==> config.mk <==
export PLATFORM = sky130hd
export DESIGN_NAME = xr_mem_arb
export DESIGN_NICKNAME = d
export VERILOG_FILES = /design/src/xr_pkg.sv /design/src/xr_mem_arb.sv
export SDC_FILE = /design/constraint.sdc
export NUM_CORES = 1
export LEC_CHECK = 0
export BUFFER_PORTS_ARGS = -buffer_cell sky130_fd_sc_hd__buf_2
export CAP_MARGIN = 10
export CORE_AREA = 2 2 130 132
export DETAILED_ROUTE_END_ITERATION = 10
export DIE_AREA = 0 0 132 134
export GPL_ROUTABILITY_DRIVEN = 0
export SETUP_SLACK_MARGIN = 0.3
export SYNTH_ARGS = -nofsm -noshare
export SYNTH_HDL_FRONTEND = slang
export SYNTH_SLANG_ARGS = --single-unit
==> constraint.sdc <==
create_clock -name clk -period 1.4 [get_ports clk]
set_clock_uncertainty 0.05 [all_clocks]
set_input_delay 0 -clock clk [delete_from_list [all_inputs] [get_ports clk]]
set_output_delay 0 -clock clk [all_outputs]
set_load 0.005 [all_outputs]
==> src/xr_pkg.sv <==
package xr_pkg;

    // basic data and address words
    typedef logic [15:0] word_t;
    typedef logic [15:0] xr_addr_t;

    // region codes from xr address bits 15:14
    localparam logic [1:0] REG_REGION   = 2'b00;
    localparam logic [1:0] TILE_REGION  = 2'b01;
    localparam logic [1:0] COLOR_REGION = 2'b10;
    localparam logic [1:0] COPP_REGION  = 2'b11;

    // colour lookup tables
    localparam int COLOR_W = 8;
    typedef logic [COLOR_W-1:0] color_idx_t;

    // tile memory, top bit of the tile address picks the bank
    localparam int TILE_W      = 13;
    localparam int TILE_MAIN_W = 12;
    localparam int TILE2_W     = 10;
    typedef logic [TILE_W-1:0] tile_addr_t;

    // copper program memory
    localparam int COPP_W = 10;
    typedef logic [COPP_W-1:0] copp_addr_t;
    typedef logic [31:0] copp_word_t;

    // configuration register file
    localparam int CFG_REGS = 16;

    // per-region views of one xr address
    typedef struct packed {
        logic [1:0] region;
        logic [4:0] unused;
        logic       pf_b;
        color_idx_t idx;
    } color_view_t;

    typedef struct packed {
        logic [1:0]             region;
        logic                   unused;
        logic                   bank;
        logic [TILE_MAIN_W-1:0] offset;
    } tile_view_t;

    typedef struct packed {
        logic [1:0] region;
        logic [2:0] unused;
        copp_addr_t entry;
        // 0 selects the high word
        logic       half;
    } copp_view_t;

    typedef struct packed {
        logic [1:0] region;
        logic [6:0] unused;
        logic [6:0] num;
    } reg_view_t;

    typedef union packed {
        xr_addr_t    raw;
        color_view_t color;
        tile_view_t  tile;
        copp_view_t  copp;
        reg_view_t   regs;
    } xr_addr_u;

    // shared write bus to all storage blocks
    typedef struct packed {
        xr_addr_u addr;
        word_t    data;
    } xr_wr_t;

    // control words exported by the config registers
    typedef struct packed {
        word_t vid_ctrl;
        word_t vid_left;
        word_t pf_a_ctrl;
        word_t pf_b_ctrl;
    } cfg_out_t;

endpackage

==> src/xr_mem_arb.sv <==
module xr_mem_arb (
    input  logic                clk,
    input  logic                rst_n_i,

    // host register interface
    input  logic                xr_sel_i,
    input  logic                xr_wr_i,
    input  xr_pkg::xr_addr_t    xr_addr_i,
    input  xr_pkg::word_t       xr_data_i,
    output logic                xr_ack_o,
    output xr_pkg::word_t       xr_data_o,

    // copper write port
    input  logic                copp_sel_i,
    input  xr_pkg::xr_addr_t    copp_addr_i,
    input  xr_pkg::word_t       copp_data_i,
    output logic                copp_ack_o,

    // video colour and tile reads
    input  logic                vid_color_sel_i,
    input  xr_pkg::color_idx_t  vid_color_a_addr_i,
    input  xr_pkg::color_idx_t  vid_color_b_addr_i,
    input  logic                vid_tile_sel_i,
    input  xr_pkg::tile_addr_t  vid_tile_addr_i,
    output xr_pkg::word_t       vid_tile_data_o,

    // copper program read
    input  logic                copp_prog_sel_i,
    input  xr_pkg::copp_addr_t  copp_prog_addr_i,

    // write bus and enables
    output xr_pkg::xr_wr_t      wr_o,
    output logic                color_a_we_o,
    output logic                color_b_we_o,
    output logic                tile_main_we_o,
    output logic                tile2_we_o,
    output logic                copp_hi_we_o,
    output logic                copp_lo_we_o,
    output logic                reg_we_o,

    // read addresses to storage
    output xr_pkg::color_idx_t  color_a_raddr_o,
    output xr_pkg::color_idx_t  color_b_raddr_o,
    output xr_pkg::tile_addr_t  tile_raddr_o,
    output xr_pkg::copp_addr_t  copp_raddr_o,
    output logic [3:0]          reg_raddr_o,

    // read data from storage
    input  xr_pkg::word_t       color_a_rdata_i,
    input  xr_pkg::word_t       color_b_rdata_i,
    input  xr_pkg::word_t       tile_main_rdata_i,
    input  xr_pkg::word_t       tile2_rdata_i,
    input  xr_pkg::word_t       reg_rdata_i,
    input  xr_pkg::copp_word_t  copp_rdata_i
);

    import xr_pkg::*;

    xr_addr_u   host_a;
    xr_addr_u   copp_a;
    xr_addr_u   wr_addr;
    word_t      wr_data;
    logic [1:0] host_region;
    logic [1:0] wr_region;
    logic       host_sub;
    logic       port_busy;
    logic       host_go;
    logic       copp_go;
    logic       we_any;

    // state for the ack cycle
    logic [1:0] host_region_q;
    logic       host_sub_q;
    logic       tile_bank_q;

    assign host_a = xr_addr_i;
    assign copp_a = copp_addr_i;

    // region field sits in the same place in every view
    assign host_region = host_a.regs.region;

    // host sub-select and read port contention per region
    always_comb begin
        host_sub  = 1'b0;
        port_busy = 1'b0;
        case (host_region)
            COLOR_REGION: begin
                host_sub  = host_a.color.pf_b;
                port_busy = vid_color_sel_i;
            end
            TILE_REGION: begin
                host_sub  = host_a.tile.bank;
                port_busy = vid_tile_sel_i;
            end
            COPP_REGION: begin
                host_sub  = host_a.copp.half;
                port_busy = copp_prog_sel_i;
            end
            default: begin
                host_sub  = 1'b0;
                port_busy = 1'b0;
            end
        endcase
    end

    // copper writes win, host waits while copper or a busy read port holds it off
    assign copp_go = copp_sel_i & ~copp_ack_o;
    assign host_go = xr_sel_i & ~xr_ack_o & ~copp_sel_i & ~(~xr_wr_i & port_busy);

    // write source follows the copper select
    assign wr_addr = copp_sel_i ? copp_a : host_a;
    assign wr_data = copp_sel_i ? copp_data_i : xr_data_i;
    assign wr_o.addr = wr_addr;
    assign wr_o.data = wr_data;

    assign we_any    = copp_go | (host_go & xr_wr_i);
    assign wr_region = wr_addr.regs.region;

    // per-block write enables
    always_comb begin
        color_a_we_o   = we_any & (wr_region == COLOR_REGION) & ~wr_addr.color.pf_b;
        color_b_we_o   = we_any & (wr_region == COLOR_REGION) & wr_addr.color.pf_b;
        tile_main_we_o = we_any & (wr_region == TILE_REGION) & ~wr_addr.tile.bank;
        tile2_we_o     = we_any & (wr_region == TILE_REGION) & wr_addr.tile.bank;
        copp_hi_we_o   = we_any & (wr_region == COPP_REGION) & ~wr_addr.copp.half;
        copp_lo_we_o   = we_any & (wr_region == COPP_REGION) & wr_addr.copp.half;
        reg_we_o       = we_any & (wr_region == REG_REGION);
    end

    // read addresses, video and copper program ports take precedence
    assign color_a_raddr_o = vid_color_sel_i ? vid_color_a_addr_i : host_a.color.idx;
    assign color_b_raddr_o = vid_color_sel_i ? vid_color_b_addr_i : host_a.color.idx;
    assign tile_raddr_o    = vid_tile_sel_i ? vid_tile_addr_i
                                            : {host_a.tile.bank, host_a.tile.offset};
    assign copp_raddr_o    = copp_prog_sel_i ? copp_prog_addr_i : host_a.copp.entry;
    // registers alias modulo 16
    assign reg_raddr_o     = host_a.regs.num[3:0];

    always_ff @(posedge clk or negedge rst_n_i) begin
        if (!rst_n_i) begin
            xr_ack_o   <= 1'b0;
            copp_ack_o <= 1'b0;
        end else begin
            xr_ack_o   <= host_go;
            copp_ack_o <= copp_go;
        end
    end

    // bank of the tile read in flight selects the video tile output
    always_ff @(posedge clk) begin
        tile_bank_q <= tile_raddr_o[TILE_W-1];
        if (host_go) begin
            host_region_q <= host_region;
            host_sub_q    <= host_sub;
        end
    end

    assign vid_tile_data_o = tile_bank_q ? tile2_rdata_i : tile_main_rdata_i;

    // host read data in the ack cycle
    always_comb begin
        case (host_region_q)
            COLOR_REGION: xr_data_o = host_sub_q ? color_b_rdata_i : color_a_rdata_i;
            TILE_REGION:  xr_data_o = host_sub_q ? tile2_rdata_i : tile_main_rdata_i;
            COPP_REGION:  xr_data_o = host_sub_q ? copp_rdata_i[15:0] : copp_rdata_i[31:16];
            default:      xr_data_o = reg_rdata_i;
        endcase
    end

endmodule

==> impl_metrics.tcl <==
set metrics [dict create \
    worst_ep_arrival_time_ns 1.54 \
    die_area_mm2 0.0177 \
    violations "negative setup slack" \
    synth_compound_area_frac 0.125 \
    path_buf_inv 2 \
    critPathCaptureType "primary output" \
    finalHoldViolCount 0 \
    numCtsBuffers 3 \
    muxShareOfSynthArea 0.565 \
    ys_seq_elements 6 \
    dp_slack_ns 0.0252 \
    worstReg2RegStart "xr_ack_o$_DFF_PN0_" \
    port_buffers 338 \
    setup_violations 20 \
    slowest_stage "edfxtp_1" \
    dpl_cell_area_mm2 0.00446 \
    hold_class "in2reg" \
    grt_max_degree 21 \
    maxSlewHeadroom 0.685 \
    htree_levels 1 \
    dr.pass1.iters 4 \
    synth_top_family_by_area "multiplexers" \
    dr.first_iter.drc_count 76 \
    synth_cell_types 30 \
    min_period_over_period 1.14 \
    sw_frac_of_total 0.343 \
    rsz0062_at_grt "true" \
    worstSkewPairLatency_ns 0.22 \
    placementRows 47 \
    grt_pass1_wl_mm 21.0 \
    clockBufferDepth 2 \
    drive_gt1_frac 0.788 \
    drc 0 \
    wl_per_cell_um 17.9 \
    final_area_mm2 0.00500 \
    clk_pin_slew_ns 0.04 \
    synth_fa_ha_area_frac 0 \
    netlist_area_mm2 0.00235 \
    criticalPathCategory "reg2out" \
    p_leak_nw 2.68 \
    synthTopCellsByArea "mux2_2, mux2i_1, a211o_1, o221ai_1, nand2_1" \
    synth.largest_area_cell "mux2_2" \
    start_kind "flop" \
    power_w 0.00223 \
    p_switching_w 0.000767 \
    initial_core_util 0.144 \
    antenna_found_initial 1 \
    ys_warn_count 0 \
    cp_data_required_time_ns 1.35 \
    utilization 0.307 \
    cts_tree "built" \
    r2r_slack_ns 0.01 \
    fin_hold_ws_ns 0.0160 \
    clock-sinks 6 \
    yosys.area.top_type_share 0.331 \
    grt_pass1_vias 3535 \
    final_nets 836 \
    grt_usage 0.154 \
    drtAntennaViolNets 0 \
    timing.fmax_mhz 627 \
    p_per_area_mw_per_mm2 447 \
    boundaryPins 339 \
    peakVddDrop_uv 291 \
    slowest_delay_ns 0.41 \
    p_int_w 0.00147 \
    die_y_um 134 \
    r2r-end "host_region_q[0]$_DFFE_PP_" \
    syn-num-nets 488 \
    worst_pin_slew_ns 0.467 \
    drv_cap 0 \
    core_area_mm2 0.0163 \
    route.vias.total 3566 \
    slew_violations 0 \
    die_w_um 132 \
    worst_slack_ns -0.194 \
    status "finished, violations left" \
    cp_top_family "flip-flops" \
    wirelength_mm 14.9 \
    synth_xor_area_frac 0 \
    ys_seq_area_frac 0.0682 \
    synth_cells 265 \
    power_frac_comb 0.695 \
    clkPwrFrac 0.211 \
    pwr-share-seq 0.094 \
    syn_area_per_cell_um2 8.87 \
    hold_depth 1 \
    area_growth_pct 113 \
    cp_cell_sequence "buf_12 > mux2i_2 > a211o_1 > o221ai_1 > buf_2" \
    yosys.area_share.simple 0.154 \
    reg2reg_depth 3 \
    layout_min_cycle_time_ns 1.59 \
    path_max_fanout 17 \
    grt_overflow 0 \
    cts-root-buf "clkbuf_16" \
    hold-path-endpoint "host_region_q[1]$_DFFE_PP_" \
    hpwl_mm 12.3 \
    via_per_inst 4.28 \
    hp-start "xr_addr_i[15]" \
]
-- power by group through the flow --
stage	Combinational, W	Clock, W	Sequential (W)
6_report	0.00155	0.000472	0.000209
5_1_grt	0.00168	0.000491	0.000211
4_1_cts	0.00154	0.000479	0.000210
3_5_place_dp	0.00137	0	0.000208
3_3_place_gp	0.00137	0	0.000208
2_1_floorplan	0.000624	0	0.000204
-- worst register-to-register path, delay by kind of cell, from the launching register on --
family | cells | cell delay [ns]
flip-flops | 1 | 0.39
buffers and inverters | 1 | 0.15
AND/OR/NAND/NOR | 2 | 0.49
-- stage by stage --
stage               TNS, ns  std cells
floorplan                 0        265
global placement          0        819
detailed placement        0        819
CTS                   -2.72        830
global route          -4.10        832
finish                -2.55        833
-- routing by layer --
layer | part of all wire | track usage | up-vias
met3 | 0.10 | 0.0574 | 7
li1 | - | - | 1697
met5 | 0 | 0 | -
met4 | 0.0065 | 0.0169 | 0
met2 | 0.53 | 0.306 | 218
met1 | 0.36 | 0.158 | 1644
-- sequential cells by signal (all words and copies together) (netlist names) --
| name | count |
|---|---|
| xr_ack_o | 1 |
| copp_ack_o | 1 |
| host_sub_q | 1 |
| tile_bank_q | 1 |
| host_region_q | 2 |
-- final cells by class --
| class | count | area (µm²) |
|---|---|---|
| Sequential cell | 6 | 164 |
| Fill cell | 1742 | 11300 |
| Inverter | 4 | 15.0 |
| Multi-Input combinational cell | 227 | 2240 |
| Timing Repair Buffer | 371 | 2220 |
| Clock buffer | 4 | 78.8 |
| Antenna cell | 1 | 2.50 |
| Tap cell | 220 | 275 |
-- cell families (layout without fill, tap and decap cells) --
kind of cell           Yosys count  in the layout
AO/OA/AOI/OAI                   34             34
flip-flops                       6              6
buffers and inverters           32            379
multiplexers                   121            121
AND/OR/NAND/NOR                 72             72
other                            0              1
-- synthesized netlist by cell type (all sizes together) --
cell / instances
clkbuf: 4
nor3b: 3
nand2: 35
buf: 24
nor4: 5
dfrtp: 2
inv: 4
edfxtp: 3
nor3: 1
dfxtp: 1
mux2i: 51
nor2: 16
nor4b: 1
nor2b: 1
mux2: 70
o221ai: 16
a211o: 16
nand2b: 9
a21oi: 1
o21ai: 1
nor4bb: 1
-- how the worst max path moves through the flow --
stage | from | end | slack [ns] | depth (start not counted)
floorplan | xr_ack_o$_DFF_PN0_ | host_region_q[0]$_DFFE_PP_ | 0.19 | 2
global placement | host_region_q[0]$_DFFE_PP_ | xr_data_o[8] | 0.04 | 6
detailed placement | host_region_q[0]$_DFFE_PP_ | xr_data_o[1] | 0.03 | 6
CTS | host_sub_q$_DFFE_PP_ | xr_data_o[14] | -0.21 | 5
global route | host_sub_q$_DFFE_PP_ | xr_data_o[14] | -0.27 | 5
finish | host_sub_q$_DFFE_PP_ | xr_data_o[14] | -0.19 | 5
-- cell usage in the layout, fill, tap and decap left out, types with 6 or more instances in the layout --
master	n
a211o_1	16
buf_2	320
mux2_4	18
mux2_2	52
nand2_1	35
mux2i_1	41
nor2_1	14
buf_4	16
mux2i_2	8
o221ai_2	15
buf_6	22
nand2b_1	9
buf_12	6
-- what timing repair did --
action	in CTS	in global routing
buffers inserted	2	2
cloned	3	0
pin swaps	3	1
hold buffers	2	0
resized for setup	53	18
setup endpoints to repair	69	44
endpoints found under the hold margin	3	0
(Power assumes the default switching activity.)
