**src/xr_pkg.sv**
```systemverilog
package xr_pkg;

    // basic data and address words
    typedef logic [15:0] word_t;
    typedef logic [15:0] xr_addr_t;

    // region codes from xr address bits 15:14
    localparam logic [1:0] REG_REGION   = 2'b00;
    localparam logic [1:0] TILE_REGION  = 2'b01;
    localparam logic [1:0] COLOR_REGION = 2'b10;
    localparam logic [1:0] COPP_REGION  = 2'b11;

    // colour lookup tables
    localparam int COLOR_W = 8;
    typedef logic [COLOR_W-1:0] color_idx_t;

    // tile memory, top bit of the tile address picks the bank
    localparam int TILE_W      = 13;
    localparam int TILE_MAIN_W = 12;
    localparam int TILE2_W     = 10;
    typedef logic [TILE_W-1:0] tile_addr_t;

    // copper program memory
    localparam int COPP_W = 10;
    typedef logic [COPP_W-1:0] copp_addr_t;
    typedef logic [31:0] copp_word_t;

    // configuration register file
    localparam int CFG_REGS = 16;

    // per-region views of one xr address
    typedef struct packed {
        logic [1:0] region;
        logic [4:0] unused;
        logic       pf_b;
        color_idx_t idx;
    } color_view_t;

    typedef struct packed {
        logic [1:0]             region;
        logic                   unused;
        logic                   bank;
        logic [TILE_MAIN_W-1:0] offset;
    } tile_view_t;

    typedef struct packed {
        logic [1:0] region;
        logic [2:0] unused;
        copp_addr_t entry;
        // 0 selects the high word
        logic       half;
    } copp_view_t;

    typedef struct packed {
        logic [1:0] region;
        logic [6:0] unused;
        logic [6:0] num;
    } reg_view_t;

    typedef union packed {
        xr_addr_t    raw;
        color_view_t color;
        tile_view_t  tile;
        copp_view_t  copp;
        reg_view_t   regs;
    } xr_addr_u;

    // shared write bus to all storage blocks
    typedef struct packed {
        xr_addr_u addr;
        word_t    data;
    } xr_wr_t;

    // control words exported by the config registers
    typedef struct packed {
        word_t vid_ctrl;
        word_t vid_left;
        word_t pf_a_ctrl;
        word_t pf_b_ctrl;
    } cfg_out_t;

endpackage

```
**src/xr_config_regs.sv**
```systemverilog
module xr_config_regs (
    input  logic                clk,
    input  logic                rst_n_i,
    input  logic                we_i,
    input  logic [3:0]          waddr_i,
    input  xr_pkg::word_t       wdata_i,
    input  logic [3:0]          raddr_i,
    output xr_pkg::word_t       rdata_o,
    output xr_pkg::cfg_out_t    cfg_o
);

    import xr_pkg::*;

    word_t regs [CFG_REGS];

    always_ff @(posedge clk or negedge rst_n_i) begin
        if (!rst_n_i) begin
            for (int i = 0; i < CFG_REGS; i++) begin
                regs[i] <= '0;
            end
        end else if (we_i) begin
            regs[waddr_i] <= wdata_i;
        end
    end

    // readback for the host, valid in the ack cycle
    always_ff @(posedge clk) begin
        rdata_o <= regs[raddr_i];
    end

    // first four registers drive the video control outputs
    assign cfg_o.vid_ctrl  = regs[0];
    assign cfg_o.vid_left  = regs[1];
    assign cfg_o.pf_a_ctrl = regs[2];
    assign cfg_o.pf_b_ctrl = regs[3];

endmodule

```
**config.mk**
```make
export PLATFORM = sky130hd
export DESIGN_NAME = xr_config_regs
export DESIGN_NICKNAME = d
export VERILOG_FILES = /design/src/xr_pkg.sv /design/src/xr_config_regs.sv
export SDC_FILE = /design/constraint.sdc
export NUM_CORES = 1
export LEC_CHECK = 0
export BUFFER_PORTS_ARGS = -buffer_cell sky130_fd_sc_hd__clkbuf_2
export CELL_PAD_IN_SITES_DETAIL_PLACEMENT = 1
export CELL_PAD_IN_SITES_GLOBAL_PLACEMENT = 2
export CORE_ASPECT_RATIO = 0.8
export CORE_MARGIN = 3
export CORE_UTILIZATION = 39
export CTS_BUF_LIST = sky130_fd_sc_hd__clkbuf_8 sky130_fd_sc_hd__clkbuf_16
export DETAILED_ROUTE_END_ITERATION = 8
export PLACE_DENSITY_LB_ADDON = 0.1
export SYNTH_ARGS = -nofsm -noshare
export SYNTH_HDL_FRONTEND = slang
export SYNTH_SLANG_ARGS = --single-unit
```
**constraint.sdc**
```tcl
create_clock -name clk -period 1.45 [get_ports clk]
set_clock_uncertainty 0.2 [all_clocks]
set_input_delay 0 -clock clk [delete_from_list [all_inputs] [get_ports clk]]
set_output_delay 0 -clock clk [all_outputs]
set_load 0.05 [all_outputs]
```
==> results of run 1 <==
repair_timing:
action                                  in CTS  in global routing
buffers inserted                             4                  6
endpoints found under the setup margin      82                307
gates cloned                                 0                  4
hold endpoints to repair                   526                  6
pin swaps                                   25                  4
gates resized for setup                    171                 70
hold buffers                                24                  1
report_power, final:
part	internal, mW	total (mW)	switching (mW)
clock network	4.62	7.61	2.98
logic	4.24	8.29	4.05
registers	9.37	10.3	0.960
total	18.2	26.2	7.99
critical path, delay by kind of cell, from the launching register on:
kind            cells  cell delay (ns)
simple gates        1             0.09
mux                 1             0.47
flops               1             0.39
compound gates      1             0.31
through the flow:
stage | util (%) | setup WS, ns | std cells | hold slack (ns) | setup TNS, ns
2_1_floorplan | - | -0.0440 | 791 | -0.496 | -2.62
3_3_place_gp | 44.9 | -0.438 | 1304 | -0.338 | -6.63
3_5_place_dp | 44.9 | -0.466 | 1304 | -0.336 | -7.34
4_1_cts | 51.7 | -0.134 | 1382 | -0.0710 | -1.08
5_1_grt | 52.5 | -0.176 | 1385 | -0.0452 | -2.07
6_report | 52.5 | -0.137 | 1386 | -0.0459 | -1.12
area by class of cell:
cell class                      count  area (sq um)  area share (%)
Clock buffer                       35           808            5.01
Timing Repair Buffer              252          2970            18.4
Multi-Input combinational cell    396          4930            30.6
Clock inverter                     17           178            1.10
Sequential cell                   272          6730            41.7
Tap cell                          413           517            3.20
Antenna cell                        1          2.50          0.0155
placed cells by master (no fill, tap or decap), types with 5 or more instances in the layout:
| cell type | instances |
|---|---|
| buf_8 | 45 |
| nor2_4 | 5 |
| clkbuf_16 | 45 |
| dlygate4sd3_1 | 22 |
| clkbuf_8 | 14 |
| dfrtp_1 | 256 |
| a22oi_2 | 18 |
| buf_6 | 21 |
| mux4_2 | 64 |
| nand2_1 | 15 |
| a22oi_1 | 14 |
| clkbuf_2 | 34 |
| mux2_2 | 256 |
| inv_1 | 8 |
| buf_4 | 72 |
| buf_12 | 28 |
| dfxtp_1 | 16 |
worst paths after layout:
kind	slack, ns	end	from
worst min register to register	0.30	regs[87]$_DFFE_PN0P_	regs[87]$_DFFE_PN0P_
worst max register to register	-0.14	rdata_o[4]$_DFF_P_	regs[84]$_DFFE_PN0P_
max in group asynchronous	0.14	regs[134]$_DFFE_PN0P_	rst_n_i
worst min-delay path	-0.05	rdata_o[2]$_DFF_P_	raddr_i[1]
worst max-delay path	-0.14	rdata_o[4]$_DFF_P_	regs[84]$_DFFE_PN0P_
min in group asynchronous	0.26	cfg_o[4]$_DFFE_PN0P_	rst_n_i
flip-flops by register name, summed over array words and instances, names as in the netlist:
register	flops
rdata_o	16
cfg_o	64
regs	192
routing by layer:
layer / GRT usage [%] / vias to the layer above
met5: 0 / -
met3: 2.64 / 41
met2: 34.0 / 125
met4: 4.10 / 0
met1: 29.2 / 4010
li1: - / 3170
cell families (layout without fill, tap and decap cells):
kind of cell,after synthesis,count (layout),share of synthesized area [%]
AOI/OAI and AO/OA,32,32,1.95
buffers and inverters,123,304,6.34
DFF,272,272,54.7
muxes,320,320,35.1
other,0,1,0
and+or+nand+nor,44,44,1.89
==> impl_results.md, run 1 <==
* Status: complete, but fails checks
* Failing checks: negative hold slack, negative setup slack
* Initial antenna violation count at 0
* Post-synth EDFFs at 0
* Power Density at 1630 nW/um^2
* Final Routed Wirelength at 34.4 mm
* Yosys top cell by area: dfrtp_1
* CP cell instances: mux4_2 > a22oi_2 > nand2_1
* DPL Wire Length at 22.3 mm
* CP max FO at 2
* Yosys top cell area share at 52.1%
* Async SR Flop Fraction at 94.1%
* Gpl congestion at 0.748
* Maxcap violations at 0
* Critical Path End Type: flop
* Slew headroom at 69.8%
* Crit Path Class: reg2reg
* Max-slew violation total from the final report at 0
* Top area cells in the synthesized netlist: dfrtp_1 52%, mux2_2 23%, mux4_2 12%
* Initial DRC count at 308
* P_leak at 7.08 nW
* CTS Buffer Depth at 3
* Worst skew pair latency at 0.55 ns
* Routed length on met2 at 16.5 mm
* DRC at 0
* Max Used Layer: met4
* Crit path largest cell delay at 0.47 ns
* FILL cells at 2855
* Row cnt at 57
* Nets@finish at 978
* Worst Hold Path Cells at 5
* Pin count of the biggest net entering global routing at 72
* Metal1 wirelength at 16.4 mm
* RSZ-0062 raised after global routing: true
* First-pass GRT wire length at 52.1 mm
* Worst Tran Pin Value at 0.453 ns
* Root Driver: clkbuf_16
* Critical path launch point type: flop
* R2R depth at 3
* Area of the core at 30700 sq um
* Clock sink total at 272
* Tot Pwr at 26.2 mW
* Hold Vio Cnt, Final at 6
* Setup Viol. Count Final at 16
* Tmin final at 1.59 ns
* Worst EP arrival at 1.80 ns
* Die footprint at 33700 sq um
* Port buffer count at 106
* Via count at 7346
* #FFs+latches synth at 272
* Post-Synthesis Cell Area at 12300 sq um
* Overflow left after global routing at 0
* Final instance area at 16100 sq um
* Synth Area per Inst at 15.6 sq um
* Tcrit/Tclk final at 109%
* Post-DP Area at 13800 sq um
* Layout cells sized above 1 at 64.3%
* Crit path required time at 1.66 ns
* Post-Syn Nets at 818
* Met3 wire length at 1.05 mm
* Post-route ant nets at 0
* TritonCTS buffer count at 29
* F_max at 630 MHz
* Hold Path Class: in2reg
* Die Wd at 205 um
* TritonCTS clock tree: done
* Vias/cell at 5.30
* # IOs at 107
* Layout area overhead at 31.1%
* GRT Util Overall at 20.5%
* Synth Warn # at 0
* Initial core utilization at 40.0%
* Mapped Cells at 791
* Worst hold margin at -0.0459 ns
* Die height at 165 um
* First drt pass iteration count at 4
* Ys flop type: dfrtp_1
* CTS clk-pin slew, worst paths at 0.06 ns
* Crit path max-delay cell type: mux4_2
* Peak VDD IR at 0.000834 V
* Worst setup margin at -0.137 ns
* Netlist cell types at 22
* H-tree depth at 1
* Post-synth top cells: 256 x dfrtp_1, 256 x mux2_2, 65 x buf_4, 64 x mux4_2, 32 x a22oi_1
* Vias in the first global route at 8293
* Routed length per instance at 24.8 um
* Seq/Total Area, Yosys at 54.7%
(Power assumes the default switching activity.)
==> inputs of run 2 (changes only) <==
Settings changed: CORE_MARGIN 3 to 2, GPL_TIMING_DRIVEN set to 0.
==> run 2 against run 1 <==
  * The flow still finishes with violations (negative hold slack, negative setup slack)
  * First-iteration DRC count up 1.6%
  * Largest power group unchanged
  * Sequential power about the same
  * Largest cell class unchanged
  * Combinational power up 9.0%
  * Critical path type unchanged
  * Critical path depth unchanged
  * Global-route usage up 0.57 points
  * Worst hold slack worse by 0.68 ns
  * Total power up 3.9%
  * Sequential share of layout area down 1.1 points
  * Die area down 2.2%
  * Core utilization up 0.47 points
  * Via count down 0.23%
==> impl_results.md, run 2 (synthesis results as in run 1) <==
* Die height at 163 um (-1.2%)
* Gpl congestion at 0.756 (+1.0%)
* TritonCTS buffer count at 30 (+3.4%)
* Die footprint at 33000 sq um (-2.2%)
* # IOs at 107 (unchanged)
* Crit Path Class: reg2reg
* Setup Viol. Count Final at 24 (+8)
* Failing checks: negative hold slack, negative setup slack
* Max-slew violation total from the final report at 0 (unchanged)
* Worst setup margin at -0.182 ns (-0.0443 ns)
* Initial DRC count at 313 (+1.6%)
* First drt pass iteration count at 5 (+1)
* Maxcap violations at 0 (unchanged)
* DRC at 0 (unchanged)
* CP max FO at 3 (+1)
* Max reg flops at 192 (unchanged)
* CP cell instances: mux4_2 > a22oi_2 > nand2_1
* Final instance area at 16600 sq um (+2.7%)
* Crit path required time at 1.68 ns (+0.02 ns)
* Die Wd at 203 um (-0.98%)
* Post-route ant nets at 0 (unchanged)
* Crit path largest cell delay at 0.51 ns (+0.04 ns)
* Worst EP arrival at 1.86 ns (+0.06 ns)
* Hold-fix buffers, CTS at 22 (-8.3%)
* Crit path max-delay family: multiplexers
* DPL Wire Length at 22.1 mm (-0.94%)
* Layout cells sized above 1 at 62.8% (-1.5 points)
* Post-route insts no fill at 1419 (+2.4%)
* Critical Path End Type: flop
* Vias/cell at 5.16 (-2.6%)
* Post-DP Area at 13500 sq um (-2.6%)
* Hold Path Class: in2async
* Hold Vio Cnt, Final at 161 (+155)
* Initial core utilization at 39.3% (-0.69 points)
* Vias in the first global route at 8325 (+0.39%)
* Peak VDD IR at 0.000869 V (+4.2%)
* Root Driver: clkbuf_16
* Worst skew pair latency at 0.55 ns (about the same)
* Port buffer count at 102 (-3.8%)
* Worst Tran Pin Value at 0.898 ns (+0.446 ns)
* Biggest register: regs
* Nets@finish at 1003 (+2.6%)
* Slew headroom at 40.1% (-30 points)
* CTS Buffer Depth at 3 (unchanged)
* Tcrit/Tclk final at 113% (+3.1 points)
* Worst hold margin at -0.724 ns (-0.678 ns)
* Worst Path Buf+Inv at 0 (unchanged)
* RSZ-0062 raised after global routing: true
* Layout area overhead at 34.6%
* Inst Count DP at 1315 (+0.84%)
* Overflow left after global routing at 0 (unchanged)
* GRT Util Overall at 21.0% (+0.57 points)
* Via count at 7329 (-0.23%)
* Crit path max-delay cell type: mux4_2
* Tot Pwr at 27.2 mW (+3.9%)
* Status: complete, but fails checks
* H-tree depth at 1 (unchanged)
* Row cnt at 58 (+1.8%)
* Initial antenna violation count at 0 (unchanged)
* CTS clk-pin slew, worst paths at 0.06 ns (about the same)
* Inserted Diodes at 0 (-1)
* Power Density at 1650 nW/um^2 (+1.2%)
* Worst slack, placed at -0.940 ns (-0.473 ns)
* F_max at 613 MHz (-2.7%)
* Final Routed Wirelength at 33.5 mm (-2.6%)
* Area of the core at 31300 sq um (+1.8%)
* Clock sink total at 272 (unchanged)
* First-pass GRT wire length at 52.3 mm (+0.48%)
* Most frequent cells in the layout: 256 x mux2_2, 256 x dfrtp_1, 95 x clkbuf_16, 73 x buf_6, 64 x mux4_2
* Pin count of the biggest net entering global routing at 108 (+50%)
* Routed length per instance at 23.6 um (-4.8%)
* Critical path launch point type: flop
* Tmin final at 1.63 ns (+0.0443 ns)
* TritonCTS clock tree: done
* P_leak at 7.29 nW (+3.0%)
-- run 2: cell count changes in the layout (fill, tap and decap cells not counted), moves of 8 or more --
cell,previous run,this run
buf_12,28,0
buf_2,1,17
buf_4,72,29
buf_6,21,73
buf_8,45,2
clkbuf_1,0,21
clkbuf_16,45,95
clkbuf_2,34,42
-- run 2: path summary, 6_finish.rpt --
check	slack, ns	to	startpoint	cells past startpoint
max reg2reg	-0.18	rdata_o[7]$_DFF_P_	cfg_o[23]$_DFFE_PN0P_	3
min reg2reg	0.30	regs[127]$_DFFE_PN0P_	regs[127]$_DFFE_PN0P_	1
max in group asynchronous	0.36	cfg_o[43]$_DFFE_PN0P_	rst_n_i	3
min in group clk	-0.08	cfg_o[32]$_DFFE_PN0P_	waddr_i[3]	4
max	-0.18	rdata_o[7]$_DFF_P_	cfg_o[23]$_DFFE_PN0P_	3
min	-0.72	regs[31]$_DFFE_PN0P_	rst_n_i	1
-- run 2: report_power, final --
part	internal, mW	switching [mW]
clock	4.71	3.04
sequential	9.37	1.08
combinational	5.03	4.01
-- run 2: cell type report --
class / count / area [sq um]
sequential: 272 / 6730
fill: 2913 / 14700
multi-input combinational: 396 / 4930
tap: 420 / 526
clock buffer: 41 / 913
clock inverter: 14 / 115
timing repair buffer: 180 / 2580
buffer: 96 / 767
-- run 2: what timing repair did --
item / CTS / global route
setup endpoints to repair: 80 / 151
resized for setup: 265 / 44
buffers inserted: 24 / 36
hold endpoints to repair: 293 / 161
pin swaps: 13 / 13
-- run 2: per-layer routing --
metal,part of all wire [%],up-vias,GRT usage [%]
met1,48,3950,30.0
met5,0,-,0
met4,2.0,0,4.51
met3,3.1,42,3.00
li1,-,3209,-
met2,47,128,34.5
-- run 2: worst reg2reg max path: cells and delay by family, from the launching register on --
| family | cells | cell delay [ns] |
|---|---|---|
| compound gates | 1 | 0.29 |
| flops | 1 | 0.40 |
| mux | 1 | 0.51 |
| simple gates | 1 | 0.13 |
-- run 2: per-stage QoR --
step                      utilization [%]  setup TNS [ns]
after floorplan                         -           -2.62
after global placement               42.8        -1309.80
after detailed placement             43.0         -121.28
after CTS                            52.4           -3.00
after global routing                 52.9           -5.17
final                                52.9           -1.84
==> inputs of run 3 (changes only) <==
Settings changed: ABC_AREA set to 1, CORE_UTILIZATION 39 to 32.
==> run 3 against run 2 <==
  * The run still ends with negative hold slack, negative setup slack left
  * Via count increased by 72%
  * Final area grew 8.0%
  * Wire length grew 90%
  * Largest cell class unchanged
  * Largest power group unchanged
==> impl_results.md, run 3 <==
* Die Wd at 230 um (+14%)
* Commonest non-fill, non-tap cell in the layout: nand2_1
* Crit path max-delay cell type: dfrtp_1
* Initial core utilization at 32.3% (-7.0 points)
* Hold-fix buffers, CTS at 56 (+150%)
* Crit Path Class: reg2out
* RSZ-0062 raised after global routing: true
* Critical Path End Type: primary output
* Overflow left after global routing at 0 (unchanged)
* Synth Warn # at 0 (unchanged)
* Netlist cell types at 16 (-27%)
* FILL cells at 4817 (+65%)
* # IOs at 107 (unchanged)
* Post-synth top cells: 549 x nand2_1, 282 x o21ai_0, 256 x dfrtp_1, 242 x inv_1, 196 x nand3_1
* Row cnt at 66 (+14%)
* Yosys top cell area share at 48.9% (-3.2 points)
* Tmin final at 1.54 ns (-0.0876 ns)
* Crit path largest cell delay at 0.45 ns (-0.06 ns)
* Vias/cell at 5.04 (-2.3%)
* Port buffer count at 104 (+2.0%)
* Initial DRC count at 1134 (+260%)
* Synth Area per Inst at 7.56 sq um (-51%)
* R2R depth at 7 (+4)
* Worst EP arrival at 1.34 ns (-0.52 ns)
* Most frequent cells in the layout: 533 x nand2_1, 268 x o21ai_0, 253 x dfrtp_1, 241 x inv_1, 139 x nand3_1
* Layout area overhead at 36.6%
* Slew headroom at 9.48% (-31 points)
* Die footprint at 42600 sq um (+29%)
* Async SR Flop Fraction at 94.1% (unchanged)
* Mapped Cells at 1732 (+120%)
* Max reg flops at 192 (unchanged)
* Setup TNS at -1.13 ns (+0.702 ns)
* Critical path launch point type: flop
* Setup Viol. Count Final at 38 (+58%)
* Post-Synthesis Cell Area at 13100 sq um (+6.5%)
* Max-slew violation total from the final report at 0 (unchanged)
* Yosys top cell by area: dfrtp_1
* Fin util at 44.1% (-8.8 points)
* TritonCTS buffer count at 30 (unchanged)
* Tcrit/Tclk final at 106% (-6.0 points)
* H-tree depth at 1 (unchanged)
* Biggest register: regs
* Power Density at 1520 nW/um^2 (-7.9%)
* GRT Util Overall at 29.9% (+8.9 points)
* Area of the multi-input gates at 4890 sq um (-0.71%)
* Ys flop type: dfrtp_1
* CTS Buffer Depth at 3 (unchanged)
* Vias in the first global route at 13001 (+56%)
* First drt pass iteration count at 5 (unchanged)
* #FFs+latches synth at 272 (unchanged)
* Post-Syn Nets at 1759 (+120%)
* CP cell instances: buf_6 > clkbuf_16
* Initial antenna violation count at 8 (+8)
* Worst setup margin at -0.0941 ns (+0.0876 ns)
* Nets@finish at 1963 (+96%)
* Final Routed Wirelength at 63.8 mm (+90%)
* Top area cells in the synthesized netlist: dfrtp_1 49%, nand2_1 16%, o21ai_0 11%
* Maxcap violations at 0 (unchanged)
* Clock sink total at 272 (unchanged)
* FF/Latch Area at 6730 sq um (about the same)
* Status: complete, but fails checks
* Post-synth EDFFs at 0 (unchanged)
* P_leak at 8.78 nW (+20%)
* Layout cells sized above 1 at 18.5% (-44 points)
* Failing checks: negative hold slack, negative setup slack
* Pin count of the biggest net entering global routing at 79 (-27%)
* TritonCTS clock tree: done
* Crit path required time at 1.25 ns (-0.43 ns)
* DPL Wire Length at 43.0 mm (+95%)
* Hold Path Class: in2async
* Worst Tran Pin Value at 1.36 ns (+0.460 ns)
* Peak VDD IR at 0.000779 V (-10%)
* CP max FO at 2 (-1)
* Seq/Total Area, Yosys at 51.3% (-3.3 points)
* Routed length per instance at 25.5 um (+7.7%)
* F_max at 648 MHz (+5.7%)
* Via count at 12636 (+72%)
* Die height at 185 um (+14%)
* Root Driver: clkbuf_16
* Worst hold margin at -0.647 ns (+0.0767 ns)
* Hold Vio Cnt, Final at 155 (-3.7%)
* Area of the core at 40500 sq um (+30%)
* CTS clk-pin slew, worst paths at 0.07 ns (about the same)
* Post-route ant nets at 0 (unchanged)
* Gpl congestion at 0.874 (+16%)
* First-pass GRT wire length at 90.3 mm (+73%)
* Count leader, synth: nand2_1
* DRC at 0 (unchanged)
* Worst skew pair latency at 0.60 ns (+0.05 ns)
run 3: cell types whose count changed after synthesis, sizes merged, moves of 3 or more:
cell | before | now
mux2 | 256 | 0
a22oi | 32 | 0
nor2 | 11 | 7
o21ai | 0 | 283
nand2 | 18 | 549
inv | 0 | 243
nand3 | 1 | 196
mux4 | 64 | 0
nand3b | 4 | 1
or3 | 3 | 0
buf | 96 | 106
clkbuf | 27 | 73
run 3: final cells by class:
type | instances | share of cell area (%)
Buffer | 152 | 5.05
Clock buffer | 44 | 5.34
Antenna cell | 1 | 0.0140
Tap cell | 544 | 3.80
Multi-Input combinational cell | 1038 | 27.3
Sequential cell | 272 | 37.6
Clock inverter | 12 | 0.315
Inverter | 243 | 5.10
Timing Repair Buffer | 199 | 15.4
run 3: layer usage:
layer	vias to the layer above	wire, um	GRT usage (%)
li1	5737	-	-
met1	6481	29600	42.6
met2	331	29300	48.0
met3	87	3230	4.08
met4	0	1660	7.43
met5	-	0	0
run 3: power breakdown:
part	switching [mW]	leakage, nW	internal, mW
Combinational	5.27	4.93	3.70
Clock	3.47	0.525	4.51
Sequential	0.981	3.33	9.17
Total	9.72	8.78	17.4
run 3: final timing paths:
kind | from | endpoint | slack [ns]
worst max-delay path | cfg_o[52]$_DFFE_PN0P_ | cfg_o[52] | -0.09
worst min-delay path | rst_n_i | regs[124]$_DFFE_PN0P_ | -0.65
worst max register to register | cfg_o[52]$_DFFE_PN0P_ | rdata_o[4]$_DFF_P_ | -0.01
worst min register to register | regs[9]$_DFFE_PN0P_ | regs[9]$_DFFE_PN0P_ | 0.28
max in group asynchronous | rst_n_i | regs[142]$_DFFE_PN0P_ | 0.63
min in group clk | raddr_i[3] | rdata_o[13]$_DFF_P_ | -0.34
run 3: cell families (layout without fill, tap and decap cells):
logic type | count (synthesis) | after routing | synth area share [%]
AO/OA/AOI/OAI | 283 | 283 | 10.8
buffers and inverters | 422 | 650 | 14.2
flip-flops | 272 | 272 | 51.3
other | 0 | 1 | 0
AND/OR/NAND/NOR | 755 | 755 | 23.7
run 3: per-stage QoR:
stage               worst slack (ns)  power (mW)  cells  area, sq um  hold WS [ns]
floorplan                      0.316        14.5   1732        13100        -0.496
global placement               -5.67        16.8   2380        14300         0.201
detailed placement            -0.715        17.0   2383        14400        -0.248
CTS                          -0.0706        27.0   2512        17700        -0.649
global route                  -0.103        28.3   2504        17900        -0.634
finish                       -0.0941        27.1   2505        17900        -0.647
run 3: critical path: cells and delay by family, from the launching register on:
family,cells,cell delay (ns)
flops,1,0.45
buf+inv,2,0.31
run 3: what timing repair did:
action | in CTS | in global routing
endpoints found under the hold margin | 381 | 137
buffers inserted | 35 | 1
endpoints found under the setup margin | 77 | 103
gates cloned | 0 | 0
resized for setup | 274 | 94
pin swaps | 0 | 21
